==> src/source/cache_defines.svh <==
`ifndef CACHE_DEFINES_SVH
`define CACHE_DEFINES_SVH

// Address split: tag | index | word | byte
`define CACHE_ADDR_W 32
`define CACHE_TAG_W  23
`define CACHE_IDX_W  4
`define CACHE_OFS_W  5

// Geometry
`define CACHE_SETS   16
`define CACHE_WAYS   4

// Line is 8 words of 32 bits
`define CACHE_LINE_W 256
`define CACHE_WORD_W 32

`endif

==> src/source/cache_types.sv <==
`default_nettype none

`include "cache_defines.svh"

package cache_types;

    // Lookup view of an address
    typedef struct packed {
        logic [`CACHE_TAG_W-1:0]   tag;
        logic [`CACHE_IDX_W-1:0]   index;
        logic [`CACHE_OFS_W-3:0]   word;
        logic [1:0]                byte_ofs;
    } addr_fields_t;

    // Raw for the memory port, fields for lookup
    typedef union packed {
        logic [`CACHE_ADDR_W-1:0]  raw;
        addr_fields_t              f;
    } cache_addr_u;

    // Dirty bit on top of the tag, 24 bits
    typedef struct packed {
        logic                      dirty;
        logic [`CACHE_TAG_W-1:0]   tag;
    } tag_entry_t;

    typedef enum logic [1:0] {
        hit,
        clean_miss,
        dirty_miss
    } hit_miss_e;

    typedef enum logic [1:0] {
        way_a,
        way_b,
        way_c,
        way_d
    } way_e;

endpackage

`default_nettype wire

==> src/source/plru_tree.sv <==
`timescale 1ns/1ns
`default_nettype none

`include "cache_defines.svh"

module plru_tree (
    input  logic                     clk,
    input  logic                     rst_n,
    input  logic [`CACHE_IDX_W-1:0]  set_index,
    input  logic                     plru_update,
    input  cache_types::way_e        way_visit,
    output cache_types::way_e        way_replace
);

    // Bit 2 root, bit 1 picks A/B, bit 0 picks C/D
    logic [2:0] tree [`CACHE_SETS];
    logic [2:0] cur;
    logic [2:0] next;

    assign cur = tree[set_index];

    // Follow the bits down to the victim
    always_comb begin
        if (!cur[2]) begin
            way_replace = cur[1] ? cache_types::way_b : cache_types::way_a;
        end else begin
            way_replace = cur[0] ? cache_types::way_d : cache_types::way_c;
        end
    end

    // Point away from the visited way, other pair bit untouched
    always_comb begin
        next = cur;
        case (way_visit)
            cache_types::way_a: next[2:1] = 2'b11;
            cache_types::way_b: next[2:1] = 2'b10;
            cache_types::way_c: {next[2], next[0]} = 2'b01;
            default:            {next[2], next[0]} = 2'b00;
        endcase
    end

    always_ff @(posedge clk) begin
        if (!rst_n) begin
            for (int s = 0; s < `CACHE_SETS; s++) begin
                tree[s] <= 3'b000;
            end
        end else if (plru_update) begin
            tree[set_index] <= next;
        end
    end

endmodule

`default_nettype wire

==> config.mk <==
export PLATFORM = sky130hd
export DESIGN_NAME = plru_tree
export DESIGN_NICKNAME = d
export VERILOG_FILES = /design/src/source/cache_types.sv /design/src/source/plru_tree.sv
export VERILOG_INCLUDE_DIRS = /design/src /design/src/source
export SDC_FILE = /design/constraint.sdc
export NUM_CORES = 1
export LEC_CHECK = 0
export BUFFER_PORTS_ARGS = -buffer_cell sky130_fd_sc_hd__clkbuf_2
export CAP_MARGIN = 25
export CORE_MARGIN = 4
export CORE_UTILIZATION = 55
export DETAILED_ROUTE_END_ITERATION = 8
export GPL_TIMING_DRIVEN = 1
export MAX_ROUTING_LAYER = met4
export PLACE_DENSITY = 0.73
export SYNTH_ARGS = -nofsm -noshare
export SYNTH_HDL_FRONTEND = slang
export SYNTH_SLANG_ARGS = --single-unit
==> constraint.sdc <==
create_clock -name clk -period 2.2 [get_ports clk]
set_input_delay 0.22 -clock clk [delete_from_list [all_inputs] [get_ports clk]]
set_output_delay 0.22 -clock clk [all_outputs]
set_load 0.01 [all_outputs]
# Word-level counts from Yosys, hierarchy flattened

Memories as Yosys holds them, arrays and structs flattened.
Cells that the tools add are included.

Memories kept: 1
RAM bits: 48
Flip-flop bits (word level): 0
Bits of input ports: 9

Equal/unequal tests: 2
Muxes and demuxes: 13
Reductions and logical operators: 3

Memories:

| name | depth | bits a word | read ports | clocked after Yosys merged registers in | wr ports | RTL line        | source |
|---|---|---|---|---|---|---|---|
| tree | 16    | 3           | 1          | 0                                       | 16       | plru_tree.sv:16 | `` logic [2:0] tree [`CACHE_SETS]; `` |

Operator list:

| operator             | count |
|---|---|
| $mux W1              | 8 |
| $mux W4              | 1 |
| $pmux W1 S2          | 2 |
| $mux W3              | 1 |
| $reduce_or A3 Y1     | 1 |
| $eq A2 B1 Y1 const B | 1 |
| $eq A2 B2 Y1 const B | 1 |
| $logic_not A2 Y1     | 1 |
| $mux W2              | 1 |
| $reduce_or A2 Y1     | 1 |

# Logic depth before layout (Yosys ltp)

Depth in word-level cells: 5
Depth in mapped cells: 7
Gate-level depth less buffers: 5

# Worst setup path after synthesis

OpenSTA, ideal clock, no wires.

Path kind: input -> output
From: in set_index[1]
To: out way_replace[0]
Data arrival time: 1.538 ns
Setup slack: 0.442 ns
Stages: 7
Required time: 1.980 ns
Cells stage by stage: buf_2 -> buf_2 -> mux4_2 -> a22oi_1 -> nand3_1 -> nor3_1 -> a21oi_1

Cells in the longest elaborated chain, start to end: 3
Elaborated cells between the ends (all ways): 4
Those cells by class: mux: 3; memory: 1

Ends and longest elaborated chain:

| what                              | RTL line                         | source |
|---|---|---|
| from (decl)                       | plru_tree.sv:9                   | `` input logic [`CACHE_IDX_W-1:0] set_index, `` |
| $mem_v2 Z16 W3 *                  | n/a                              |  |
| $mux W1, on equally long branches | plru_tree.sv:25, plru_tree.sv:27 |  |
| $mux W2 *                         | plru_tree.sv:24                  | `if (!cur[2]) begin` |
| to (decl)                         | plru_tree.sv:12                  | `output cache_types::way_e way_replace` |

Every way passes the cells marked *; elsewhere a longest branch is shown, timed or not.

# Worst setup path in the final report

From: mem tree[3][2]
To: out way_replace[0]

Cells in the longest elaborated chain, start to end: 2

Ends and longest elaborated chain:

| what           | RTL line |
|---|---|
| from (decl)    | plru_tree.sv:16 |
| $mem_v2 Z16 W3 | n/a |
| $mux W2        | plru_tree.sv:24 |

Every way passes these cells.

==> impl_metrics.toml <==
[global_routing]
grt-ovfl-total = 0
grt_pass1_wl_um = 8020
antenna_found_initial = 0
grt_pass1_vias = 1555
grt_max_degree = 21
grt_use_total_pct = 21.6

[setup_path]
criticalPathCategory = "flop to output port"
start_kind = "flop"
ff2ff_setup_slack_ns = 0.27
rr_worst_depth = 6
arrival_ns = 1.92
crit_path_end_kind = "output port"
rr_startpoint = "tree[9][0]$_SDFFCE_PN0P_"
cp.required_ns = 1.98
r2r_end = "tree[13][0]$_SDFFCE_PN0P_"
cp_max_fo = 3

[min_path]
holdPathEnd = "tree[10][0]$_SDFFCE_PN0P_"
worstHoldPathCells = 3
hold_path_startpoint = "way_visit[0]"
min_path_type = "primary input to flop"

[clock_tree]
cts_num_sinks = 48
clk_latency_ns = 0.30
cts_made_buffers = 5
htree_levels = 2
post-cts-setup-buffer-count = 0
cts_hold_buffers = 0
path_clk_slew_ns = 0.08
clockRootBuffer = "clkbuf_8"
cts_tree = "done"
clockBufferDepth = 2

[route]
vias_per_cell = 5.88
drc = 0
wl_um = 4920
vias = 1522
drtIter0Drc = 136
post_drt_wl_per_cell_um = 19.0
drt_first_pass_iters = 4
ant_nets = 0

[floorplan]
core_area_um2 = 4090
die_x_um = 73.8
ios = 11
die_area_um2 = 5440
die_h_um = 73.8
start_util_pct = 58.2
row_count = 23

[logic_synthesis]
netlist_top_cells_area = "edfxtp_1 (61%), nor2_1 (7.3%), mux4_2 (6.6%)"
synth-seq-cells = 48
yosysWarningCount = 0
synth_edf_count = 48
syn_avg_cell_area_um2 = 12.3
ys_types = 26
yosys.area.top_type = "edfxtp_1"
synth_top_area_share_pct = 60.6
ys_seq_area_share_pct = 60.6
ys.flop_type = "edfxtp_1"
async_flop_share_pct = 0
synth_nets = 203
synth_area_um2 = 2380
syn_inst = 194

[sta]
period_needed_ns = 2.14
drv_slew = 0
hold_viol_final = 0
tns_ns = 0
rsz0062_at_grt = "false"
slew_headroom_pct = 66.1
worstMarginPinSlew_ns = 0.508
clock.fmax_mhz = 468
setup_violations = 0
hold_ws_ns = 0.425
skew_ns = 0.00642
fin_crit_sh_pct = 97.2
worst_slack_ns = 0.0620

[pwr]
p_total_mw = 1.77
p_leak_nw = 0.956
p_per_area_nw_per_um2 = 690
ir_worst_vdd_uv = 392

[cells_and_area]
final_cell_mix = "edfxtp_1 (48), nor2_1 (46), nand2_1 (32)"
utilization_pct = 62.9
regMostFlops = "tree"
layout-drive-gt1-share_pct = 23.4
area_growth_pct = 8.05
reg_top3 = "tree (48)"
nets = 217
final_common_cell = "edfxtp_1"
largest_reg_flops = 48
n_antenna_cell = 0
fillers = 327

[place]
gp_congestion = 0.973
pre_cts_slack_ns = 0.116
port_buffers = 10
dp_hpwl_um = 3760

[job]
drv_cap = 0

[outcome]
status = "completed"
report_power, final:
| part | total (mW) | internal [mW] | switching (mW) |
|---|---|---|---|
| Clock | 0.496 | 0.216 | 0.280 |
| Sequential | 1.06 | 1.05 | 0.0154 |
| Combinational | 0.217 | 0.0851 | 0.132 |
| Total | 1.77 | 1.35 | 0.428 |
how the worst max path moves through the flow:
stage                                        start             end  slack, ns
after CTS                 tree[3][2]$_SDFFCE_PN0P_  way_replace[0]       0.03
final                     tree[3][2]$_SDFFCE_PN0P_  way_replace[0]       0.06
after floorplan                       set_index[1]  way_replace[0]       0.44
after global placement                set_index[0]  way_replace[0]       0.11
after detailed placement              set_index[0]  way_replace[0]       0.12
after global routing      tree[3][2]$_SDFFCE_PN0P_  way_replace[0]       0.01
critical path, cell delays in order, from the launching register on:
cell	delay, ns
edfxtp_1	0.43
mux4_2	0.51
a22oi_2	0.18
nand3_1	0.16
nor3_2	0.15
a21oi_1	0.06
clkbuf_2	0.13
synth_stat cells, types with 2 or more instances:
cell type	number
nand3_1	6
mux2_2	2
nor3_1	4
edfxtp_1	48
nand2_1	32
a221o_1	2
buf_2	5
a311oi_2	2
nor2_2	5
nor2_1	46
buf_6	4
nor3b_1	4
mux4_2	7
inv_1	3
o21ai_0	2
a21oi_2	2
clkbuf_1	3
o31ai_4	2
mux2i_1	6
nor2b_1	3
what timing repair did:
item                                    in CTS  in global routing
pin swaps                                    2                  1
endpoints found under the setup margin       1                  1
gates resized for setup                      1                  1
metal layers:
metal	global-route usage, %	vias to the layer above	routed length [um]	share of wire, %
met5	-	-	0	0
met4	9.26	0	108	2.2
met3	5.06	11	312	6.3
met2	34.4	43	2510	51
met1	26.2	746	1990	40
li1	-	722	-	-
cell type report:
| type | count | area (um2) | share of cell area [%] |
|---|---|---|---|
| multi-input cells | 130 | 847 | 33.0 |
| clock inverters | 3 | 13.8 | 0.536 |
| flip-flops and latches | 48 | 1440 | 56.1 |
| repair buffers | 20 | 125 | 4.87 |
| clock buffers | 5 | 68.8 | 2.68 |
| inverters | 3 | 11.3 | 0.438 |
| well taps | 50 | 62.6 | 2.43 |
kinds of logic after synthesis:
logic type / count (synthesis) / synth area share (%)
AO/OA/AOI/OAI: 12 / 5.58
buffers and inverters: 16 / 4.21
flip-flops: 48 / 60.6
multiplexers: 16 / 11.2
AND/OR/NAND/NOR: 102 / 18.4
stage by stage:
step | area (um2) | cells
global placement | 2480 | 251
detailed placement | 2480 | 251
floorplan | 2380 | 194
global route | 2570 | 259
finish | 2570 | 259
CTS | 2560 | 259
No activity file was read; power rests on OpenSTA's default activity.
