**src/source/cache_defines.svh**
```systemverilog
`ifndef CACHE_DEFINES_SVH
`define CACHE_DEFINES_SVH

// Address split: tag | index | word | byte
`define CACHE_ADDR_W 32
`define CACHE_TAG_W  23
`define CACHE_IDX_W  4
`define CACHE_OFS_W  5

// Geometry
`define CACHE_SETS   16
`define CACHE_WAYS   4

// Line is 8 words of 32 bits
`define CACHE_LINE_W 256
`define CACHE_WORD_W 32

`endif

```
**src/source/cache_types.sv**
```systemverilog
`default_nettype none

`include "cache_defines.svh"

package cache_types;

    // Lookup view of an address
    typedef struct packed {
        logic [`CACHE_TAG_W-1:0]   tag;
        logic [`CACHE_IDX_W-1:0]   index;
        logic [`CACHE_OFS_W-3:0]   word;
        logic [1:0]                byte_ofs;
    } addr_fields_t;

    // Raw for the memory port, fields for lookup
    typedef union packed {
        logic [`CACHE_ADDR_W-1:0]  raw;
        addr_fields_t              f;
    } cache_addr_u;

    // Dirty bit on top of the tag, 24 bits
    typedef struct packed {
        logic                      dirty;
        logic [`CACHE_TAG_W-1:0]   tag;
    } tag_entry_t;

    typedef enum logic [1:0] {
        hit,
        clean_miss,
        dirty_miss
    } hit_miss_e;

    typedef enum logic [1:0] {
        way_a,
        way_b,
        way_c,
        way_d
    } way_e;

endpackage

`default_nettype wire

```
**src/source/cache_control.sv**
```systemverilog
`timescale 1ns/1ns
`default_nettype none

`include "cache_defines.svh"

module cache_control (
    input  logic                        clk,
    input  logic                        rst_n,
    input  logic                        cpu_read,
    input  logic                        cpu_write,
    input  cache_types::cache_addr_u    cpu_addr,
    input  cache_types::hit_miss_e      result,
    input  cache_types::way_e           way_visit,
    input  logic [`CACHE_LINE_W-1:0]    line_out,
    input  logic [`CACHE_TAG_W-1:0]     victim_tag,
    input  logic [`CACHE_LINE_W-1:0]    mem_rdata,
    input  logic                        mem_resp,
    output logic                        cpu_resp,
    output logic [`CACHE_WORD_W-1:0]    cpu_rdata,
    output logic                        mem_read,
    output logic                        mem_write,
    output logic [`CACHE_ADDR_W-1:0]    mem_addr,
    output logic [`CACHE_LINE_W-1:0]    mem_wdata,
    output cache_types::way_e           way_sel,
    output logic                        tag_write,
    output cache_types::tag_entry_t     tag_in,
    output logic                        set_dirty,
    output logic                        word_write,
    output logic                        line_fill,
    output logic                        plru_update
);

    localparam logic [1:0] st_idle       = 2'd0;
    localparam logic [1:0] st_compare    = 2'd1;
    localparam logic [1:0] st_write_back = 2'd2;
    localparam logic [1:0] st_allocate   = 2'd3;

    logic [1:0]               state;
    logic [1:0]               state_next;
    logic                     is_hit;
    cache_types::way_e        miss_way;
    cache_types::cache_addr_u line_addr;

    assign is_hit = (result == cache_types::hit);

    always_ff @(posedge clk) begin
        if (!rst_n) begin
            state <= st_idle;
        end else begin
            state <= state_next;
        end
    end

    // Victim way held across write-back and allocate
    always_ff @(posedge clk) begin
        if (state == st_compare && !is_hit) begin
            miss_way <= way_visit;
        end
    end

    always_comb begin
        state_next = state;
        case (state)
            st_idle: begin
                if (cpu_read || cpu_write) begin
                    state_next = st_compare;
                end
            end
            st_compare: begin
                if (is_hit) begin
                    state_next = st_idle;
                end else if (result == cache_types::dirty_miss) begin
                    state_next = st_write_back;
                end else begin
                    state_next = st_allocate;
                end
            end
            st_write_back: begin
                if (mem_resp) begin
                    state_next = st_allocate;
                end
            end
            default: begin
                // Refill done, retry the lookup
                if (mem_resp) begin
                    state_next = st_compare;
                end
            end
        endcase
    end

    // Lookup result drives arrays until a miss is latched
    assign way_sel = (state == st_idle || state == st_compare) ? way_visit : miss_way;

    // Hit answers in the compare cycle
    assign cpu_resp    = (state == st_compare) && is_hit;
    assign cpu_rdata   = line_out[cpu_addr.f.word * `CACHE_WORD_W +: `CACHE_WORD_W];
    assign plru_update = cpu_resp;
    assign word_write  = cpu_resp && cpu_write;
    assign set_dirty   = word_write;

    // Memory requests held as levels until mem_resp
    assign mem_write = (state == st_write_back);
    assign mem_read  = (state == st_allocate);
    assign mem_wdata = line_out;
    assign line_fill = mem_read && mem_resp;
    assign tag_write = line_fill;

    // Fill lands clean, a write hit dirties it afterwards
    always_comb begin
        tag_in.dirty = 1'b0;
        tag_in.tag   = cpu_addr.f.tag;
    end

    // Line-aligned address, victim tag while writing back
    always_comb begin
        line_addr.raw     = '0;
        line_addr.f.index = cpu_addr.f.index;
        line_addr.f.tag   = mem_write ? victim_tag : cpu_addr.f.tag;
    end

    assign mem_addr = line_addr.raw;

endmodule

`default_nettype wire

```
**config.mk**
```make
export PLATFORM = sky130hd
export DESIGN_NAME = cache_control
export DESIGN_NICKNAME = d
export VERILOG_FILES = /design/src/source/cache_types.sv /design/src/source/cache_control.sv
export VERILOG_INCLUDE_DIRS = /design/src /design/src/source
export SDC_FILE = /design/constraint.sdc
export NUM_CORES = 1
export LEC_CHECK = 0
export BUFFER_PORTS_ARGS = -buffer_cell sky130_fd_sc_hd__buf_4
export CAP_MARGIN = 20
export CORE_AREA = 4 4 361 363
export CTS_BUF_LIST = sky130_fd_sc_hd__clkbuf_2 sky130_fd_sc_hd__clkbuf_4 sky130_fd_sc_hd__clkbuf_8
export CTS_CLUSTER_SIZE = 10
export DETAILED_ROUTE_END_ITERATION = 16
export DIE_AREA = 0 0 365 367
export PLACE_DENSITY = 0.3
export SLEW_MARGIN = 20
export SYNTH_ARGS = -nofsm -noshare
export SYNTH_HDL_FRONTEND = slang
export SYNTH_SLANG_ARGS = --single-unit
```
**constraint.sdc**
```tcl
create_clock -name clk -period 1.6 [get_ports clk]
set_input_delay 0.16 -clock clk [delete_from_list [all_inputs] [get_ports clk]]
set_output_delay 0.16 -clock clk [all_outputs]
set_load 0.05 [all_outputs]
```
Word-level counts from Yosys, hierarchy flattened
Index checks and enable logic that the tools add are counted.

Bits in registers: 4. Bits of input ports: 576. Output and inout bits: 354. Logic and storage cells: 28.

Equality and inequality tests: 6. Shift-type cells: 1. Muxes and demuxes: 8. Reductions and logical operators: 11.

Operators by type and width (count): $shiftx A256 B9 Y32 (1); $mux W23 (1); $mux W2 (5); $eq A2 B2 Y1 const B (3); $pmux W2 S3 (1); $logic_and A1 B1 Y1 (4); $logic_not A2 Y1 (2); $ne A2 B2 Y1 const B (2); $reduce_and A3 Y1 (1); $reduce_bool A3 Y1 (1); $eq A2 B1 Y1 const B (1); $logic_or A1 B1 Y1 (2); $logic_not A1 Y1 (1); $mux W1 (1).

Longest topological paths before layout
Gate-level depths: netlist of the first run.

Depth in word-level cells: 4. Mapped depth: 6. Gate-level depth less buffers: 5.

Worst setup path before layout of the first run
OpenSTA, ideal clock, no wires.

Kind: reg2out. From: reg state[1]. To: out word_write. Arrival: 2.712 ns. Data required time: 1.440 ns. Setup slack: -1.272 ns. Stages on the path, launching flop included: 6. Buffers on the path: 1. Cells stage by stage: dfxtp_1 > inv_1 > ha_1 > nor3b_1 > and2_1 > buf_4.

Cells in the longest elaborated chain, start to end: 3.

RTL lines: start: declaration (RTL line cache_control.sv:38) `logic [1:0] state;`; start signal: assignment (RTL line cache_control.sv:48) `state <= st_idle;`; start signal: assignment (RTL line cache_control.sv:50) `state <= state_next;`; $eq A2 B1 Y1 (RTL line cache_control.sv:96) `assign cpu_resp = (state == st_compare) && is_hit;`; $logic_and A1 B1 Y1 (RTL line cache_control.sv:96); named net cpu_resp (RTL line cache_control.sv:18) `output logic cpu_resp,`; $logic_and A1 B1 Y1 (RTL line cache_control.sv:99) `assign word_write = cpu_resp && cpu_write;`; end: declaration (RTL line cache_control.sv:28) `output logic word_write,`.

The timed path passes the listed nets, and every way through them passes these cells.

Final worst setup path of the first run
From: in cpu_addr[2] in the netlist's numbering. To: out cpu_rdata[31].

Cells in the longest elaborated chain, start to end: 1.

RTL lines: start: declaration (RTL line cache_control.sv:11) `input cache_types::cache_addr_u cpu_addr,`; $shiftx A256 B9 Y32 (RTL line cache_control.sv:97) `` assign cpu_rdata = line_out[cpu_addr.f.word * `CACHE_WORD_W +: `CACHE_WORD_W]; ``; end: declaration (RTL line cache_control.sv:19) `` output logic [`CACHE_WORD_W-1:0] cpu_rdata, ``.

No other way between the ends.

==> flow_metrics.env, run 1 <==
export IMPL_clock_latency_ps=220
export IMPL_crit_top_cell="buf_12"
export IMPL_clock_sinks=4
export IMPL_cellPowerDensity_nw_per_um2=558
export IMPL_core_um2=127000
export IMPL_rr_worst_depth=7
export IMPL_synth_distinct_cells=25
export IMPL_fin_crit_sh_pct=108
export IMPL_hp_start="way_visit[1]"
export IMPL_yosys_warnings=0
export IMPL_fin_skew_ps=3.65
export IMPL_synth_top_family_by_area="buffers and inverters"
export IMPL_syn_area_per_cell_um2=10.5
export IMPL_clk_pin_slew_worst_paths_ps=30
export IMPL_initialDrtViolationCount=165
export IMPL_viasPerCell=2.06
export IMPL_worstSetupEndpointType="output pin"
export IMPL_yosys_area_share_xor_xnor_pct=0
export IMPL_path_delay_family="multiplexers"
export IMPL_cts_buffers=3
export IMPL_leakagePower_nw=4.62
export IMPL_gp_congestion=0.813
export IMPL_rows=131
export IMPL_cp_max_fo=8
export IMPL_slew_violations=0
export IMPL_arrival_ps=1570
export IMPL_drc=0
export IMPL_startpoint_type="primary input"
export IMPL_port_buffers=657
export IMPL_design_area_um2=10800
export IMPL_instances_no_fill=2534
export IMPL_pwr_share_comb_pct=93.6
export IMPL_utilization_pct=8.46
export IMPL_die_area_um2=134000
export IMPL_hold_depth=1
export IMPL_violations="setup timing"
export IMPL_grt_max_degree=21
export IMPL_synthAdderAreaFrac_pct=1.29
export IMPL_p_int_w=0.00254
export IMPL_cp_required_ps=1440
export IMPL_fin_crit_ps=1730
export IMPL_timing_final_ws_setup_ps=-131
export IMPL_path_buf_inv=4
export IMPL_drt_pre_antenna_iters=4
export IMPL_ir_drop_uv=226
export IMPL_grt_pass1_wl_um=61300
export IMPL_clock_path_buffers=2
export IMPL_placed_area_um2=10000
export IMPL_hold_violations=0
export IMPL_ys_seq_elements=4
export IMPL_overflow=0
export IMPL_clock_fmax_ghz=0.578
export IMPL_setup_viol=52
export IMPL_final_common_cell="buf_4"
export IMPL_final_cell_mix="buf_4 (613), mux4_2 (60), mux2_4 (52)"
export IMPL_syn_to_final_growth_pct=122
export IMPL_fp_dieH_um=367
export IMPL_wl_per_cell_um=20.1
export IMPL_synth_seq_area_share_pct=2.07
export IMPL_rr_startpoint="state[0]"
export IMPL_cts_tree="built"
export IMPL_cap_violations=0
export IMPL_r2r_end="state[0]"
export IMPL_regArea_um2=103
export IMPL_switching_power_w=0.00346
export IMPL_path_class="in2out"
export IMPL_status="complete, but fails checks"
export IMPL_placed_cells=2505
export IMPL_rrSetupSlack_ps=90
export IMPL_hold_end="miss_way[1]"
export IMPL_synth_area_top_cells="buf_4 (45%), mux4_1 (22%), mux2_2 (13%), mux4_2 (11%), buf_6 (1.6%)"
export IMPL_clkPwrFrac_pct=4.0
export IMPL_synth_compound_area_share_pct=1.14
export IMPL_switching_share_pct=57.6
export IMPL_yosysTopAreaCell="buf_4"
export IMPL_io_pins=930
export IMPL_root_buffer="clkbuf_8"
export IMPL_ant_nets=0
export IMPL_track_usage_pct=7.01
export IMPL_muxShareOfSynthArea_pct=46.3
export IMPL_critical_path_max_stage_delay_ps=490
export IMPL_layout_drive_gt1_share_pct=97.4
export IMPL_antenna_found_initial=18
export IMPL_seqPwrFrac_pct=2.5
export IMPL_nFillCells=14800
export IMPL_finalSetupTns_ps=-2970
export IMPL_rsz0062_at_grt="yes"
export IMPL_initial_utilization_pct=3.81
export IMPL_synth_top_area_share_pct=45.2
export IMPL_multiInputGateArea_um2=2550
export IMPL_synth_cells=461
export IMPL_wl_um=50900
export IMPL_cts_htree_levels=1
export IMPL_slowest_stage="mux4_2"
export IMPL_hold_class="in2reg"
export IMPL_nets=1441
export IMPL_die_w_um=365
export IMPL_synth_simple_area_share_pct=0.852
export IMPL_synth_area_um2=4850
export IMPL_grt_pass1_vias=5792
export IMPL_vias=5212
export IMPL_place_hpwl_um=47700
export IMPL_path_cells="buf_12 -> buf_16 -> buf_12 -> mux4_2 -> mux2_4 -> buf_6"
==> registers in the layout, indices dropped and copies added (netlist names) <==
name and cells:
miss_way 2, state 2
==> timing repair <==
item                       in CTS  in global routing
gates resized for setup       139                 60
hold buffers                    0                  0
pin swaps                       3                  1
setup endpoints to repair      60                 61
gates cloned                    5                  0
buffers inserted               10                  1
==> per-layer routing <==
layer,routed length (um),track usage (%)
met1,20600,8.51
met2,22800,11.5
met3,6670,3.21
met4,684,1.08
met5,100,0
==> power groups by stage <==
stage	clock network, W	registers, W	logic (W)
2_1_floorplan	0	0.000153	0.00343
3_3_place_gp	0	0.000145	0.00516
3_5_place_dp	0	0.000145	0.00515
4_1_cts	0.000250	0.000146	0.00564
5_1_grt	0.000259	0.000150	0.00584
6_report	0.000239	0.000148	0.00561
==> Yosys cell counts (all sizes together) <==
| library cell | instances |
|---|---|
| buf | 310 |
| mux4 | 64 |
| mux2 | 57 |
| ha | 5 |
| clkbuf | 3 |
| nor2 | 3 |
| and2 | 2 |
| dfxtp | 2 |
| edfxtp | 2 |
| inv | 2 |
| a221o | 1 |
| a2bb2oi | 1 |
| conb | 1 |
| mux2i | 1 |
| nand2 | 1 |
| nand2b | 1 |
| nor3b | 1 |
| o211ai | 1 |
| o21a | 1 |
| o21ba | 1 |
| o221a | 1 |
==> layout make-up <==
cell class / count / share of cell area, %
Multi-Input combinational cell: 147 / 23.7
Clock buffer: 4 / 0.454
Timing Repair Buffer: 702 / 55.1
Antenna cell: 13 / 0.303
Sequential cell: 4 / 0.954
Tap cell: 1662 / 19.3
Inverter: 2 / 0.0698
==> kinds of logic after synthesis <==
group | count (synthesis)
mux | 122
compound gates | 6
simple gates | 8
flops | 4
fa+ha+maj | 5
buf+inv | 315
other cells | 1
==> worst max path at each step <==
stage	cells after the start	from	to
floorplan	5	state[1]	word_write
global placement	6	cpu_addr[2]	cpu_rdata[18]
detailed placement	6	cpu_addr[2]	cpu_rdata[18]
CTS	7	cpu_addr[2]	cpu_rdata[20]
global route	5	cpu_addr[2]	cpu_rdata[0]
finish	6	cpu_addr[2]	cpu_rdata[31]
==> metrics by stage <==
step                power [W]  hold WS, ps  setup WS, ps
finish                0.00600          133          -131
global route          0.00625          125          -163
CTS                   0.00604          127          -182
detailed placement    0.00529          320          -263
global placement      0.00530          320          -247
floorplan             0.00358          259          -161
Power figures use the tool's default switching activity.
==> inputs of run 2 (changes only) <==
BUFFER_PORTS_ARGS = not set   (was -buffer_cell sky130_fd_sc_hd__buf_4)
CORE_AREA = 2 2 363 365   (was 4 4 361 363)
DONT_BUFFER_PORTS = 1   (was not set)
==> flow_metrics.env, run 2 (synthesized netlist as in run 1, its figures left out) <==
export IMPL_overflow=0
export IMPL_hold_ws_ps=26.7
export IMPL_final_common_cell="mux4_1"
export IMPL_leakagePower_nw=1.19
export IMPL_initialDrtViolationCount=146
export IMPL_ant_nets=0
export IMPL_viasPerCell=1.56
export IMPL_cp_required_ps=1440
export IMPL_path_cells="inv_4 -> ha_4 -> buf_12 -> buf_12 -> mux2_4"
export IMPL_rr_startpoint="state[0]"
export IMPL_slowest_stage="mux2_4"
export IMPL_crit_top_cell="buf_12"
export IMPL_ir_drop_uv=391
export IMPL_crit_start="state[0]"
export IMPL_final_cell_mix="mux4_1 (39), mux2_2 (33), mux4_2 (25)"
export IMPL_grt_pass1_wl_um=47200
export IMPL_fp_dieH_um=367
export IMPL_place_ws_ps=-44.8
export IMPL_timing_final_ws_setup_ps=-52.3
export IMPL_status="complete, but fails checks"
export IMPL_io_pins=930
export IMPL_r2r_end="state[0]"
export IMPL_slew_violations=0
export IMPL_wl_um=42500
export IMPL_placed_area_um2=5000
export IMPL_grt_pass1_vias=3073
export IMPL_design_area_um2=5400
export IMPL_clk_pin_slew_worst_paths_ps=30
export IMPL_drt_pre_antenna_iters=4
export IMPL_clock_latency_ps=230
export IMPL_syn_to_final_growth_pct=11.5
export IMPL_startpoint_type="flip-flop"
export IMPL_place_hpwl_um=39500
export IMPL_cp_max_fo=8
export IMPL_rrSetupSlack_ps=0
export IMPL_hold_depth=0
export IMPL_finalSetupTns_ps=-888
export IMPL_fin_crit_sh_pct=103
export IMPL_arrival_ps=1490
export IMPL_fin_skew_ps=2.67
export IMPL_hold_class="in2reg"
export IMPL_clock_sinks=4
export IMPL_core_um2=130000
export IMPL_root_buffer="clkbuf_8"
export IMPL_wl_per_cell_um=21.2
export IMPL_worstSetupEndpointType="output pin"
export IMPL_rr_worst_depth=7
export IMPL_port_buffers=0
export IMPL_path_class="reg2out"
export IMPL_antenna_found_initial=121
export IMPL_layout_drive_gt1_share_pct=68.5
export IMPL_violations="setup timing"
export IMPL_cellPowerDensity_nw_per_um2=413
export IMPL_die_w_um=365
export IMPL_vias=3127
export IMPL_clock_fmax_ghz=0.605
export IMPL_gp_congestion=0.782
export IMPL_hold_violations=0
export IMPL_track_usage_pct=5.88
export IMPL_crit_end="mem_addr[18]"
export IMPL_cap_violations=0
export IMPL_nFillCells=15600
export IMPL_grt_max_degree=65
export IMPL_path_buf_inv=3
export IMPL_rows=133
export IMPL_nets=763
export IMPL_fin_crit_ps=1650
export IMPL_critical_path_max_stage_delay_ps=390
export IMPL_initial_utilization_pct=3.71
export IMPL_cts_buffers=3
export IMPL_rsz0062_at_grt="yes"
export IMPL_cp_depth=5
export IMPL_clock_path_buffers=2
export IMPL_drc=0
export IMPL_cts_tree="built"
export IMPL_cts_htree_levels=1
export IMPL_die_area_um2=134000
export IMPL_setup_viol=23
export IMPL_path_delay_family="multiplexers"
export IMPL_reg_top3="miss_way: 2 flops, state: 2 flops"
## run 2: cell count changes in the layout (fill, tap and decap cells not counted), sizes merged
cell,change
buf,-678
diode,+56
## run 2: repair_timing
| item | 4_1_cts | 5_1_grt |
|---|---|---|
| pin swaps | 2 | 1 |
| endpoints found under the setup margin | 31 | 27 |
| endpoints found under the hold margin | 0 | 0 |
| resized for setup | 16 | 9 |
| setup buffers | 5 | 4 |
| hold buffers | 0 | 0 |
## run 2: final cells by class
| cell class | instances | area [um^2] | share of cell area (%) |
|---|---|---|---|
| inverter | 2 | 12.5 | 0.232 |
| timing repair buffer | 24 | 293 | 5.42 |
| clock buffer | 4 | 48.8 | 0.903 |
| tap | 1755 | 2200 | 40.6 |
| sequential | 4 | 108 | 1.99 |
| antenna | 69 | 173 | 3.20 |
| multi-input combinational | 147 | 2570 | 47.6 |
## run 2: worst min-delay path by stage
stage	start	to	slack [ps]
after floorplan	way_visit[0]	miss_way[0]	260
after global placement	way_visit[0]	miss_way[0]	260
after detailed placement	way_visit[0]	miss_way[0]	260
after CTS	way_visit[0]	miss_way[0]	20
after global routing	way_visit[0]	miss_way[0]	20
final	way_visit[0]	miss_way[0]	30
## run 2: power by group
part           total (W)  leakage, nW  internal [W]  switching [W]
registers       0.000164       0.0365      0.000137      0.0000267
clock network   0.000252       0.0266      0.000188      0.0000637
logic            0.00182         1.13      0.000727        0.00109
total            0.00223         1.19       0.00105        0.00118
## run 2: metal layers
metal | track usage, % | up-vias | wire length, um
met5 | 0 | - | 286
li1 | - | 898 | -
met3 | 5.44 | 201 | 8900
met4 | 2.75 | 44 | 2690
met2 | 9.23 | 645 | 17900
met1 | 5.07 | 1339 | 12700
## run 2: stage by stage
| step | instances | total power [W] | util (%) |
|---|---|---|---|
| 2_1_floorplan | 466 | 0.00358 | - |
| 3_3_place_gp | 1923 | 0.00179 | 3.84 |
| 3_5_place_dp | 1923 | 0.00182 | 3.84 |
| 4_1_cts | 1932 | 0.00217 | 3.95 |
| 5_1_grt | 1974 | 0.00232 | 4.08 |
| 6_report | 2005 | 0.00223 | 4.14 |
