### config.mk
export PLATFORM = sky130hd
export DESIGN_NAME = hit_miss
export DESIGN_NICKNAME = d
export VERILOG_FILES = /design/src/source/cache_types.sv /design/src/source/hit_miss.sv
export VERILOG_INCLUDE_DIRS = /design/src /design/src/source
export SDC_FILE = /design/constraint.sdc
export NUM_CORES = 1
export LEC_CHECK = 0
export ABC_AREA = 1
export BUFFER_PORTS_ARGS = -buffer_cell sky130_fd_sc_hd__buf_4
export CORE_MARGIN = 2
export CORE_UTILIZATION = 52
export DETAILED_ROUTE_END_ITERATION = 10
export PLACE_DENSITY = 0.95
export SYNTH_ARGS = -nofsm -noshare
export SYNTH_HDL_FRONTEND = slang
export SYNTH_SLANG_ARGS = --single-unit
### constraint.sdc
create_clock -name vclk -period 1.5
set_input_delay 0.225 -clock vclk [all_inputs]
set_output_delay 0.225 -clock vclk [all_outputs]
set_load 0.05 [all_outputs]
### src/source/cache_defines.svh
`ifndef CACHE_DEFINES_SVH
`define CACHE_DEFINES_SVH

// Address split: tag | index | word | byte
`define CACHE_ADDR_W 32
`define CACHE_TAG_W  23
`define CACHE_IDX_W  4
`define CACHE_OFS_W  5

// Geometry
`define CACHE_SETS   16
`define CACHE_WAYS   4

// Line is 8 words of 32 bits
`define CACHE_LINE_W 256
`define CACHE_WORD_W 32

`endif

### src/source/cache_types.sv
`default_nettype none

`include "cache_defines.svh"

package cache_types;

    // Lookup view of an address
    typedef struct packed {
        logic [`CACHE_TAG_W-1:0]   tag;
        logic [`CACHE_IDX_W-1:0]   index;
        logic [`CACHE_OFS_W-3:0]   word;
        logic [1:0]                byte_ofs;
    } addr_fields_t;

    // Raw for the memory port, fields for lookup
    typedef union packed {
        logic [`CACHE_ADDR_W-1:0]  raw;
        addr_fields_t              f;
    } cache_addr_u;

    // Dirty bit on top of the tag, 24 bits
    typedef struct packed {
        logic                      dirty;
        logic [`CACHE_TAG_W-1:0]   tag;
    } tag_entry_t;

    typedef enum logic [1:0] {
        hit,
        clean_miss,
        dirty_miss
    } hit_miss_e;

    typedef enum logic [1:0] {
        way_a,
        way_b,
        way_c,
        way_d
    } way_e;

endpackage

`default_nettype wire

### src/source/hit_miss.sv
`timescale 1ns/1ns
`default_nettype none

`include "cache_defines.svh"

module hit_miss (
    input  cache_types::tag_entry_t   entry_a,
    input  cache_types::tag_entry_t   entry_b,
    input  cache_types::tag_entry_t   entry_c,
    input  cache_types::tag_entry_t   entry_d,
    input  logic                      valid_a,
    input  logic                      valid_b,
    input  logic                      valid_c,
    input  logic                      valid_d,
    input  logic [`CACHE_TAG_W-1:0]   curr_tag,
    input  cache_types::way_e         way_replace,
    output cache_types::hit_miss_e    result,
    output cache_types::way_e         way_visit
);

    // Match vector, [A][B][C][D] on [3:0]
    logic [3:0] match;
    logic       victim_dirty;

    // Invalid ways never match
    assign match[3] = valid_a && (entry_a.tag == curr_tag);
    assign match[2] = valid_b && (entry_b.tag == curr_tag);
    assign match[1] = valid_c && (entry_c.tag == curr_tag);
    assign match[0] = valid_d && (entry_d.tag == curr_tag);

    // Dirty only counts on a valid victim
    always_comb begin
        case (way_replace)
            cache_types::way_a: victim_dirty = valid_a && entry_a.dirty;
            cache_types::way_b: victim_dirty = valid_b && entry_b.dirty;
            cache_types::way_c: victim_dirty = valid_c && entry_c.dirty;
            default:            victim_dirty = valid_d && entry_d.dirty;
        endcase
    end

    always_comb begin
        result    = cache_types::hit;
        way_visit = way_replace;
        // Tags are unique within a set, so at most one bit is set
        if (match[3]) begin
            way_visit = cache_types::way_a;
        end else if (match[2]) begin
            way_visit = cache_types::way_b;
        end else if (match[1]) begin
            way_visit = cache_types::way_c;
        end else if (match[0]) begin
            way_visit = cache_types::way_d;
        end else if (victim_dirty) begin
            // Victim has to go out first
            result = cache_types::dirty_miss;
        end else begin
            result = cache_types::clean_miss;
        end
    end

endmodule

`default_nettype wire

==> qor.yml, run 1 <==
outcome:
  status: "stopped before the end"
  haltStage: "5_1_grt"
  firstError: "[ERROR DPL-0038] Utilization greater than 100%, impossible to legalize"
yosys:
  synth.most_common_cell: "nand2_1"
  syn-instance-count: 624
  syn-cell-area_um2: 2430
  synth_common_cells: "nand2_1 (357), nor2_1 (111), inv_1 (99)"
  ys_warn_count: 0
  syn_nets: 749
  synth.top_cell.area_share_pct: 55.1
  synth.avg_cell_area_um2: 3.90
  ys_top_cells_by_area: "nand2_1 (55%), nor2_1 (17%), inv_1 (15%)"
  synth_top_cell_by_area: "nand2_1"
  ys_types: 15
  yosysSeqAreaShare_pct: 0
die:
  die_y_um: 72.4
  chipWidth_um: 72.4
  io_pins: 129
  num_rows: 24
  start_util_pct: 54.8
clocking:
  hold_buffers: 0
placed_design:
  place_hpwl_um: 9690
  numPortBuffers: 129
  dp.cells: 818
  place_congestion: 1.21
sta:
  postGrtWorstEndpoint: "way_visit[1]"
  endpoint_type: "output port"
global_routing:
  grt_max_degree: 8
[metrics by stage]
stage / cell area (um^2) / setup slack, ns / TNS, ns / hold WS, ns
CTS: 4070 / -0.0261 / -0.0504 / 0.833
detailed placement: 3580 / -0.170 / -0.557 / 0.870
global placement: 3580 / -0.184 / -0.521 / 0.876
floorplan: 2450 / -0.125 / -0.251 / 0.688
[timing repair]
item / CTS
cloned: 0
buffers inserted: 0
resized for setup: 185
setup endpoints to repair: 4
pin swaps: 84
[cells by family after synthesis]
kind of cell,count (synthesis),synth area share [%]
AND/OR/NAND/NOR,499,79.0
buffers and inverters,113,17.4
AO/OA/AOI/OAI,6,1.39
XOR/XNOR,6,2.16
==> inputs of run 2 (changes only) <==
--- a/config.mk
+++ b/config.mk
@@ -9,9 +9,9 @@
 export ABC_AREA = 1
 export BUFFER_PORTS_ARGS = -buffer_cell sky130_fd_sc_hd__buf_4
 export CORE_MARGIN = 2
-export CORE_UTILIZATION = 52
+export CORE_UTILIZATION = 40
 export DETAILED_ROUTE_END_ITERATION = 10
-export PLACE_DENSITY = 0.95
+export PLACE_DENSITY_LB_ADDON = 0.15
 export SYNTH_ARGS = -nofsm -noshare
 export SYNTH_HDL_FRONTEND = slang
 export SYNTH_SLANG_ARGS = --single-unit
==> qor.yml, run 2 <==
placed_design:
  numPortBuffers: 129  # unchanged
  place_hpwl_um: 10600  # +9.8%
  place_congestion: 1.05  # -14%
  pre_cts_ws_ns: -0.254  # -0.0843 ns
detailed_routing:
  wl_met1_um: 5100
  drc: 0
  num_vias: 4370
  top_layer_used: "met4"
  wire_per_inst_um: 14.9
  viasPerCell: 5.09
  wl_met2_um: 6380
  drt_wl_total_um: 12800
  ant_nets: 0
  firstDrtPassIters: 5
  wl_met3_um: 924
  drt_iter0_markers: 428
die:
  core_um2: 5890
  fp.dieArea_um2: 6720
  io_pins: 129  # unchanged
  chipWidth_um: 82  # +13%
  start_util_pct: 41.3  # -13 points
  die_y_um: 82  # +13%
  num_rows: 28  # +17%
layout:
  drive_gt1_share_pct: 40.7
  final_cell_mix: "nand2_1 (268), buf_4 (128), inv_1 (88)"
  syn_to_final_growth_pct: 80.8
  seq_cells: 0
  clock_buffer_count: 0
  layout_commonest_cell: "nand2_1"
  register_area_um2: 0
  diodes: 0
  nNetsFinal: 910
global_routing:
  grt_pass1_vias: 4003
  grt-ovfl-total: 0
  grt_antenna_before_repair: 0
  grtUsageTotal_pct: 36.2
  grt_pass1_wl_um: 18500
  grt_max_degree: 7
critical_path:
  critPathKind: "primary input to output port"
  cp_slowest_cell: "nor2_2"
  worst-path-buf-inv: 4
  crit_arrival_ns: 1.39
  required_ns: 1.27
  cpMostUsedCell: "nand2_1"
  cp_top_family: "simple AND/OR/NAND/NOR gates"
  path_cells: "buf_4 > nand2_2 > nand2_1 > nor2_2 > nand2_1 > nor2_2 > nand3_1 > nand2_2 > inv_2 > nand2_1 > inv_1 > buf_6"
  crit_fanout: 5
  critical_path.max_stage_delay_ns: 0.16
  end_kind: "output port"
  start_kind: "primary input"
sta:
  layout_setup_ws_ns: -0.117
  hold_viol_final: 0
  slew_headroom_pct: 84.8
  slew_viol_final: 0
  setup_viol: 4
  rsz0062_at_grt: "true"
  max_freq_mhz: 618
  worst_pin_slew_ns: 0.226
  min_period_ns: 1.62
  min_period_over_period_pct: 108
outcome:
  violations: "setup timing"
  status: "finished, violations left"
job:
  max_cap_violations: 0
hold_path:
  min_path_type: "primary input to output port"
yosys:
  ys_top_cells_by_area: "nand2_1 (55%), nor2_1 (17%), inv_1 (15%)"
  synth.avg_cell_area_um2: 3.90  # unchanged
  ys_warn_count: 0  # unchanged
  yosysSeqAreaShare_pct: 0  # unchanged
  syn-instance-count: 624  # unchanged
  synth.top_cell.area_share_pct: 55.1  # unchanged
  ys_types: 15  # unchanged
  synth_common_cells: "nand2_1 (357), nor2_1 (111), inv_1 (99)"
  synth.most_common_cell: "nand2_1"
  syn-cell-area_um2: 2430  # unchanged
  synth_top_cell_by_area: "nand2_1"
  syn_nets: 749  # unchanged
pwr:
  vdd_drop_max_uv: 205
  power_density_nw_per_um2: 302
  p_leak_nw: 2.83
  p_total_w: 0.00133
clocking:
  cts_setup_buffers: 0  # unchanged
-- run 2: cell counts after synthesis --
Identical to the previous run, type by type.
-- run 2: where the power goes --
part	total [W]	switching (W)	internal (W)
Sequential	0	0	0
Combinational	0.00133	0.000746	0.000582
Clock	0	0	0
Total	0.00133	0.000746	0.000582
-- run 2: layout make-up --
type	count	area [um^2]
repair buffers	159	1330
inverters	113	479
fillers	504	1490
well taps	75	93.8
multi-input cells	511	2490
-- run 2: per-stage QoR --
| stage | cell area (um^2) | hold slack [ns] | setup TNS, ns | std cells | utilization (%) |
|---|---|---|---|---|---|
| after global routing | 4400 | 0.880 | -0.684 | 858 | 74.7 |
| after floorplan | 2450 | 0.688 | -0.251 | 624 | - |
| after detailed placement | 3730 | 0.874 | -0.907 | 858 | 63.4 |
| final | 4400 | 0.862 | -0.401 | 858 | 74.7 |
| after global placement | 3730 | 0.866 | -0.864 | 858 | 63.4 |
| after CTS | 4040 | 0.839 | -0.282 | 858 | 68.6 |
-- run 2: cell families (layout without fill, tap and decap cells) --
group           count (synthesis)  after routing  synth area share [%]
buf+inv                       113            272                  17.4
compound gates                  6              6                  1.39
simple gates                  499            499                  79.0
xor+xnor                        6              6                  2.16
-- run 2: routing by layer --
metal	up-vias	GRT usage (%)
li1	2135	-
met1	1963	45.1
met2	235	66.4
met3	37	3.52
met4	0	8.17
met5	-	0
-- run 2: final timing paths --
check	start	endpoint	cells after the start
min	way_replace[0]	way_visit[0]	4
max	curr_tag[17]	way_visit[1]	12
-- run 2: repair_timing --
| item | CTS | global route |
|---|---|---|
| endpoints found under the setup margin | 4 | 4 |
| pin swaps | 54 | 69 |
| hold buffers | 0 | 0 |
| cloned | 0 | 0 |
| resized for setup | 114 | 112 |
-- run 2: worst min-delay path, cell delays in order --
cell and delay (ns):
buf_4 0.10, nor2_2 0.04, nor2_2 0.10, buf_6 0.16
Note: power is estimated with default switching activity, not from simulation.
==> inputs of run 3 (changes only) <==
--- a/config.mk
+++ b/config.mk
@@ -7,10 +7,10 @@
 export NUM_CORES = 1
 export LEC_CHECK = 0
 export ABC_AREA = 1
-export BUFFER_PORTS_ARGS = -buffer_cell sky130_fd_sc_hd__buf_4
 export CORE_MARGIN = 2
 export CORE_UTILIZATION = 40
 export DETAILED_ROUTE_END_ITERATION = 10
+export DONT_BUFFER_PORTS = 1
 export PLACE_DENSITY_LB_ADDON = 0.15
 export SYNTH_ARGS = -nofsm -noshare
 export SYNTH_HDL_FRONTEND = slang
==> qor.yml, run 3 (same netlist as run 2, synthesis figures left out) <==
critical_path:
  start_kind: "primary input"
  crit_arrival_ns: 1.34  # -0.05 ns
  critPathKind: "primary input to output port"
  cp_top_family: "simple AND/OR/NAND/NOR gates"
  crit_fanout: 5  # unchanged
  required_ns: 1.27  # about the same
  end_kind: "output port"
  cpMostUsedCell: "nand2_1"
  cp_slowest_cell: "nor2_1"
  critical_path.max_stage_delay_ns: 0.17  # about the same
  worst-path-buf-inv: 4  # unchanged
  path_cells: "inv_2 > nand2_1 > nand2_1 > nor2_2 > nand2_1 > nor2_1 > nand3_1 > nand2_2 > inv_1 > nand2_1 > inv_2 > buf_12"
pwr:
  power_density_nw_per_um2: 269  # -11%
  p_leak_nw: 1.97  # -30%
  vdd_drop_max_uv: 102  # -50%
die:
  fp.dieArea_um2: 6720  # unchanged
  io_pins: 129  # unchanged
  core_um2: 5890  # unchanged
  chipWidth_um: 82  # unchanged
  num_rows: 28  # unchanged
  die_y_um: 82  # unchanged
  start_util_pct: 41.3  # unchanged
detailed_routing:
  drc: 0  # unchanged
  viasPerCell: 4.98  # -2.3%
  firstDrtPassIters: 5  # unchanged
  drt_wl_total_um: 10500  # -18%
  drt_iter0_markers: 309  # -28%
  ant_nets: 0  # unchanged
  wire_per_inst_um: 14.7  # -0.88%
  num_vias: 3533  # -19%
sta:
  final.setup.tns_ns: -0.133  # +0.268 ns
  max_freq_mhz: 640  # +3.5%
  setup_viol: 3  # -1
  min_period_ns: 1.56  # -0.0543 ns
  slew_headroom_pct: 84.0  # -0.82 points
  worst_pin_slew_ns: 0.238  # +0.0124 ns
  layout_setup_ws_ns: -0.0631  # +0.0543 ns
  min_period_over_period_pct: 104  # -3.6 points
  rsz0062_at_grt: "true"
  slew_viol_final: 0  # unchanged
  hold_viol_final: 0  # unchanged
global_routing:
  grt-ovfl-total: 0  # unchanged
  grt_pass1_vias: 3200  # -20%
  grtUsageTotal_pct: 30.4  # -5.8 points
  grt_antenna_before_repair: 0  # unchanged
  grt_max_degree: 8  # +1
  grt_pass1_wl_um: 15400  # -17%
layout:
  syn_to_final_growth_pct: 13.8
  final_cell_mix: "nand2_1 (344), inv_1 (96), nor2_1 (93)"
  drive_gt1_share_pct: 10.6  # -30 points
  instances_no_fill: 710  # -17%
  clock_buffer_count: 0  # unchanged
  diodes: 0  # unchanged
  nNetsFinal: 762  # -16%
  register_area_um2: 0  # unchanged
  seq_cells: 0  # unchanged
  layout_commonest_cell: "nand2_1"
  n_fill_cell: 741  # +47%
outcome:
  status: "finished, violations left"
  violations: "setup timing"
placed_design:
  dp.cells: 710  # -17%
  numPortBuffers: 0  # -100%
  place_hpwl_um: 9490  # -11%
  pre_cts_ws_ns: -0.0989  # +0.156 ns
  place_congestion: 1.06  # +1.2%
clocking:
  cts_setup_buffers: 0  # unchanged
hold_path:
  min_path_type: "primary input to output port"
job:
  max_cap_violations: 0  # unchanged
==> run 3: changes by cell type in the layout (fill, tap and decap cells not counted), sizes merged <==
cell,previous run,this run
buf,159,11
inv,113,111
clkinvlp,0,2
==> run 3: final timing paths <==
kind | startpoint | to | slack, ns | depth (start not counted)
setup / recovery | curr_tag[2] | way_visit[1] | -0.06 | 12
hold / removal | way_replace[0] | way_visit[0] | 0.77 | 3
==> run 3: layer usage <==
metal	up-vias	GRT usage, %	part of all wire, %
met1	1512	40.5	42
met4	0	5.50	2.2
li1	1831	-	-
met2	174	52.9	46
met3	16	3.30	9.9
met5	-	0	0
==> run 3: tightest hold or removal path, delay by kind of cell <==
kind                   cells  cell delay, ns
AND/OR/NAND/NOR            2            0.17
buffers and inverters      1            0.14
==> run 3: where the power goes <==
group	switching [W]	total (W)	internal, W
combinational	0.000482	0.000746	0.000264
clock	0	0	0
sequential	0	0	0
==> run 3: stage by stage <==
step                power [W]  instance area [um^2]  hold slack (ns)  utilization, %
floorplan            0.000503                  2450            0.688               -
global placement     0.000691                  2650            0.767            45.0
detailed placement   0.000693                  2650            0.770            45.0
CTS                  0.000716                  2710            0.752            46.0
global route         0.000832                  2770            0.785            47.0
finish               0.000746                  2770            0.771            47.0
==> run 3: cell type report <==
| cell class | count | area (um^2) | share of cell area [%] |
|---|---|---|---|
| tap | 75 | 93.8 | 3.39 |
| inverter | 113 | 432 | 15.6 |
| timing repair buffer | 11 | 119 | 4.29 |
| multi-input combinational | 511 | 2120 | 76.7 |
==> run 3: repair_timing <==
| action | CTS | global route |
|---|---|---|
| hold endpoints to repair | 0 | 0 |
| pin swaps | 5 | 21 |
| gates resized for setup | 20 | 22 |
| hold buffers | 0 | 0 |
| endpoints found under the setup margin | 4 | 4 |
==> inputs of run 4 (changes only) <==
--- a/config.mk
+++ b/config.mk
@@ -7,11 +7,11 @@
 export NUM_CORES = 1
 export LEC_CHECK = 0
 export ABC_AREA = 1
-export CORE_MARGIN = 2
 export CORE_UTILIZATION = 40
 export DETAILED_ROUTE_END_ITERATION = 10
 export DONT_BUFFER_PORTS = 1
 export PLACE_DENSITY_LB_ADDON = 0.15
+export REMOVE_ABC_BUFFERS = 1
 export SYNTH_ARGS = -nofsm -noshare
 export SYNTH_HDL_FRONTEND = slang
 export SYNTH_SLANG_ARGS = --single-unit
==> constraint.sdc (replaced) <==
create_clock -name vclk -period 1.6
set_input_delay 0.24 -clock vclk [all_inputs]
set_output_delay 0.24 -clock vclk [all_outputs]
set_load 0.05 [all_outputs]
==> qor.yml, run 4 (same netlist as run 2, synthesis figures left out) <==
die:
  die_y_um: 80  # -2.4%
  start_util_pct: 41.3  # unchanged
  num_rows: 28  # unchanged
  io_pins: 129  # unchanged
  fp.dieArea_um2: 6400  # -4.8%
  core_um2: 5890  # unchanged
  chipWidth_um: 80  # -2.4%
pwr:
  p_int_w: 0.000252  # -4.8%
  p_sw_share_pct: 64.3  # -0.24 points
  p_sw_w: 0.000454  # -5.7%
  clock_power_share_pct: 0  # unchanged
  power_density_nw_per_um2: 251  # -6.7%
  combPwrFrac_pct: 100.0  # about the same
  vdd_drop_max_uv: 115  # +13%
  seqPwrFrac_pct: 0  # unchanged
  p_leak_nw: 2.00  # +1.6%
layout:
  n_fill_cell: 743  # +0.27%
  diodes: 0  # unchanged
  layout_commonest_cell: "nand2_1"
  register_area_um2: 0  # unchanged
  syn_to_final_growth_pct: 15.4
  multi_input_area_um2: 2130  # +0.29%
  final_cell_mix: "nand2_1 (348), inv_1 (97), nor2_1 (93)"
  clock_buffer_count: 0  # unchanged
  nNetsFinal: 769  # +0.92%
  drive_gt1_share_pct: 11.2  # +0.66 points
  seq_cells: 0  # unchanged
clocking:
  cts_setup_buffers: 0  # unchanged
sta:
  layout_setup_ws_ns: -0.0131  # +0.0500 ns
  slew_headroom_pct: 81.8  # -2.3 points
  worst_pin_slew_ns: 0.273  # +0.0346 ns
  whs_ns: 0.771  # -0.000399 ns
  min_period_over_period_pct: 101
  hold_viol_final: 0  # unchanged
  max_freq_mhz: 620
  final.setup.tns_ns: -0.0284  # +0.104 ns
  rsz0062_at_grt: "true"
  slew_viol_final: 0  # unchanged
  min_period_ns: 1.61
  setup_viol: 3  # unchanged
outcome:
  status: "finished, violations left"
  violations: "setup timing"
job:
  max_cap_violations: 0  # unchanged
global_routing:
  grt_max_degree: 8  # unchanged
  busiest_layer: "met2"
  grt_util_met2_pct: 59.1  # +6.1 points
  grt_pass1_vias: 3283  # +2.6%
  grt_pass1_wl_um: 16000  # +4.1%
  grtUsageTotal_pct: 33.7  # +3.2 points
  grt_util_met1_pct: 43.8  # +3.3 points
  grt_antenna_before_repair: 0  # unchanged
  grt-ovfl-total: 0  # unchanged
  use_met3_pct: 3.66  # +0.36 points
placed_design:
  place_congestion: 0.985  # -7.1%
  place_hpwl_um: 9810  # +3.4%
  numPortBuffers: 0  # unchanged
detailed_routing:
  drt_wl_total_um: 10900  # +3.9%
  firstDrtPassIters: 5  # unchanged
  viasPerCell: 4.93  # -0.84%
  drc: 0  # unchanged
  ant_nets: 0  # unchanged
  drt_iter0_markers: 291  # -5.8%
  num_vias: 3538  # +0.14%
  wire_per_inst_um: 15.2  # +2.9%
hold_path:
  hold_end: "way_visit[0]"
  min-delay-start: "way_replace[0]"
  holdPathStages: 3  # unchanged
  min_path_type: "primary input to output port"
critical_path:
  crit_fanout: 2  # -3
  start_kind: "primary input"
  end_kind: "output port"
  crit_arrival_ns: 1.37  # +0.03 ns
  required_ns: 1.36  # +0.09 ns
  critPathKind: "primary input to output port"
[run 4: cell count changes in the layout (fill, tap and decap cells not counted), sizes merged]
| cell | before | now |
|---|---|---|
| inv | 111 | 112 |
| buf | 11 | 18 |
| clkinvlp | 2 | 1 |
[run 4: how the worst max path moves through the flow]
stage                   endpoint  slack (ns)    startpoint
finish                 result[0]       -0.01    entry_c[1]
CTS                 way_visit[0]      -0.006   curr_tag[1]
global route        way_visit[0]       -0.12  curr_tag[21]
global placement    way_visit[1]       -0.13  curr_tag[22]
floorplan              result[0]       -0.46   curr_tag[1]
detailed placement  way_visit[1]       -0.12  curr_tag[22]
[run 4: through the flow]
| stage | instances | util (%) | instance area, um^2 | total power [W] | setup slack (ns) |
|---|---|---|---|---|---|
| after floorplan | 624 | - | 2430 | 0.000468 | -0.459 |
| after global placement | 717 | 45.5 | 2680 | 0.000662 | -0.128 |
| after detailed placement | 717 | 45.5 | 2680 | 0.000662 | -0.120 |
| after CTS | 717 | 46.9 | 2760 | 0.000685 | -0.00644 |
| after global routing | 717 | 47.7 | 2810 | 0.000789 | -0.125 |
| final | 717 | 47.7 | 2810 | 0.000706 | -0.0131 |
[run 4: power by group through the flow]
stage               clock [W]  sequential, W  combinational, W
floorplan                   0              0          0.000468
global placement            0              0          0.000662
detailed placement          0              0          0.000662
CTS                         0              0          0.000685
global route                0              0          0.000789
finish                      0              0          0.000706
[run 4: repair_timing]
item,4_1_cts,5_1_grt
pin swaps,13,14
hold buffers,0,0
gates cloned,0,0
endpoints found under the setup margin,4,4
gates resized for setup,27,15
[run 4: cell type report]
| type | count | area share [%] |
|---|---|---|
| repair buffers | 18 | 5.53 |
| multi-input cells | 511 | 75.9 |
| well taps | 75 | 3.34 |
| inverters | 113 | 15.2 |
[run 4: critical path, stage by stage]
cell,delay (ns)
inv_1,0.02
nand2_1,0.11
buf_4,0.13
nand2_1,0.04
nor2_1,0.09
nand2_1,0.06
nor2_1,0.16
nand3_2,0.17
nand2_2,0.12
nor3_1,0.05
buf_4,0.18
[run 4: metal layers]
layer	vias to the layer above	part of all wire, %
met5	-	0
met4	0	2.3
met3	16	8.4
met2	159	46
met1	1517	44
li1	1846	-
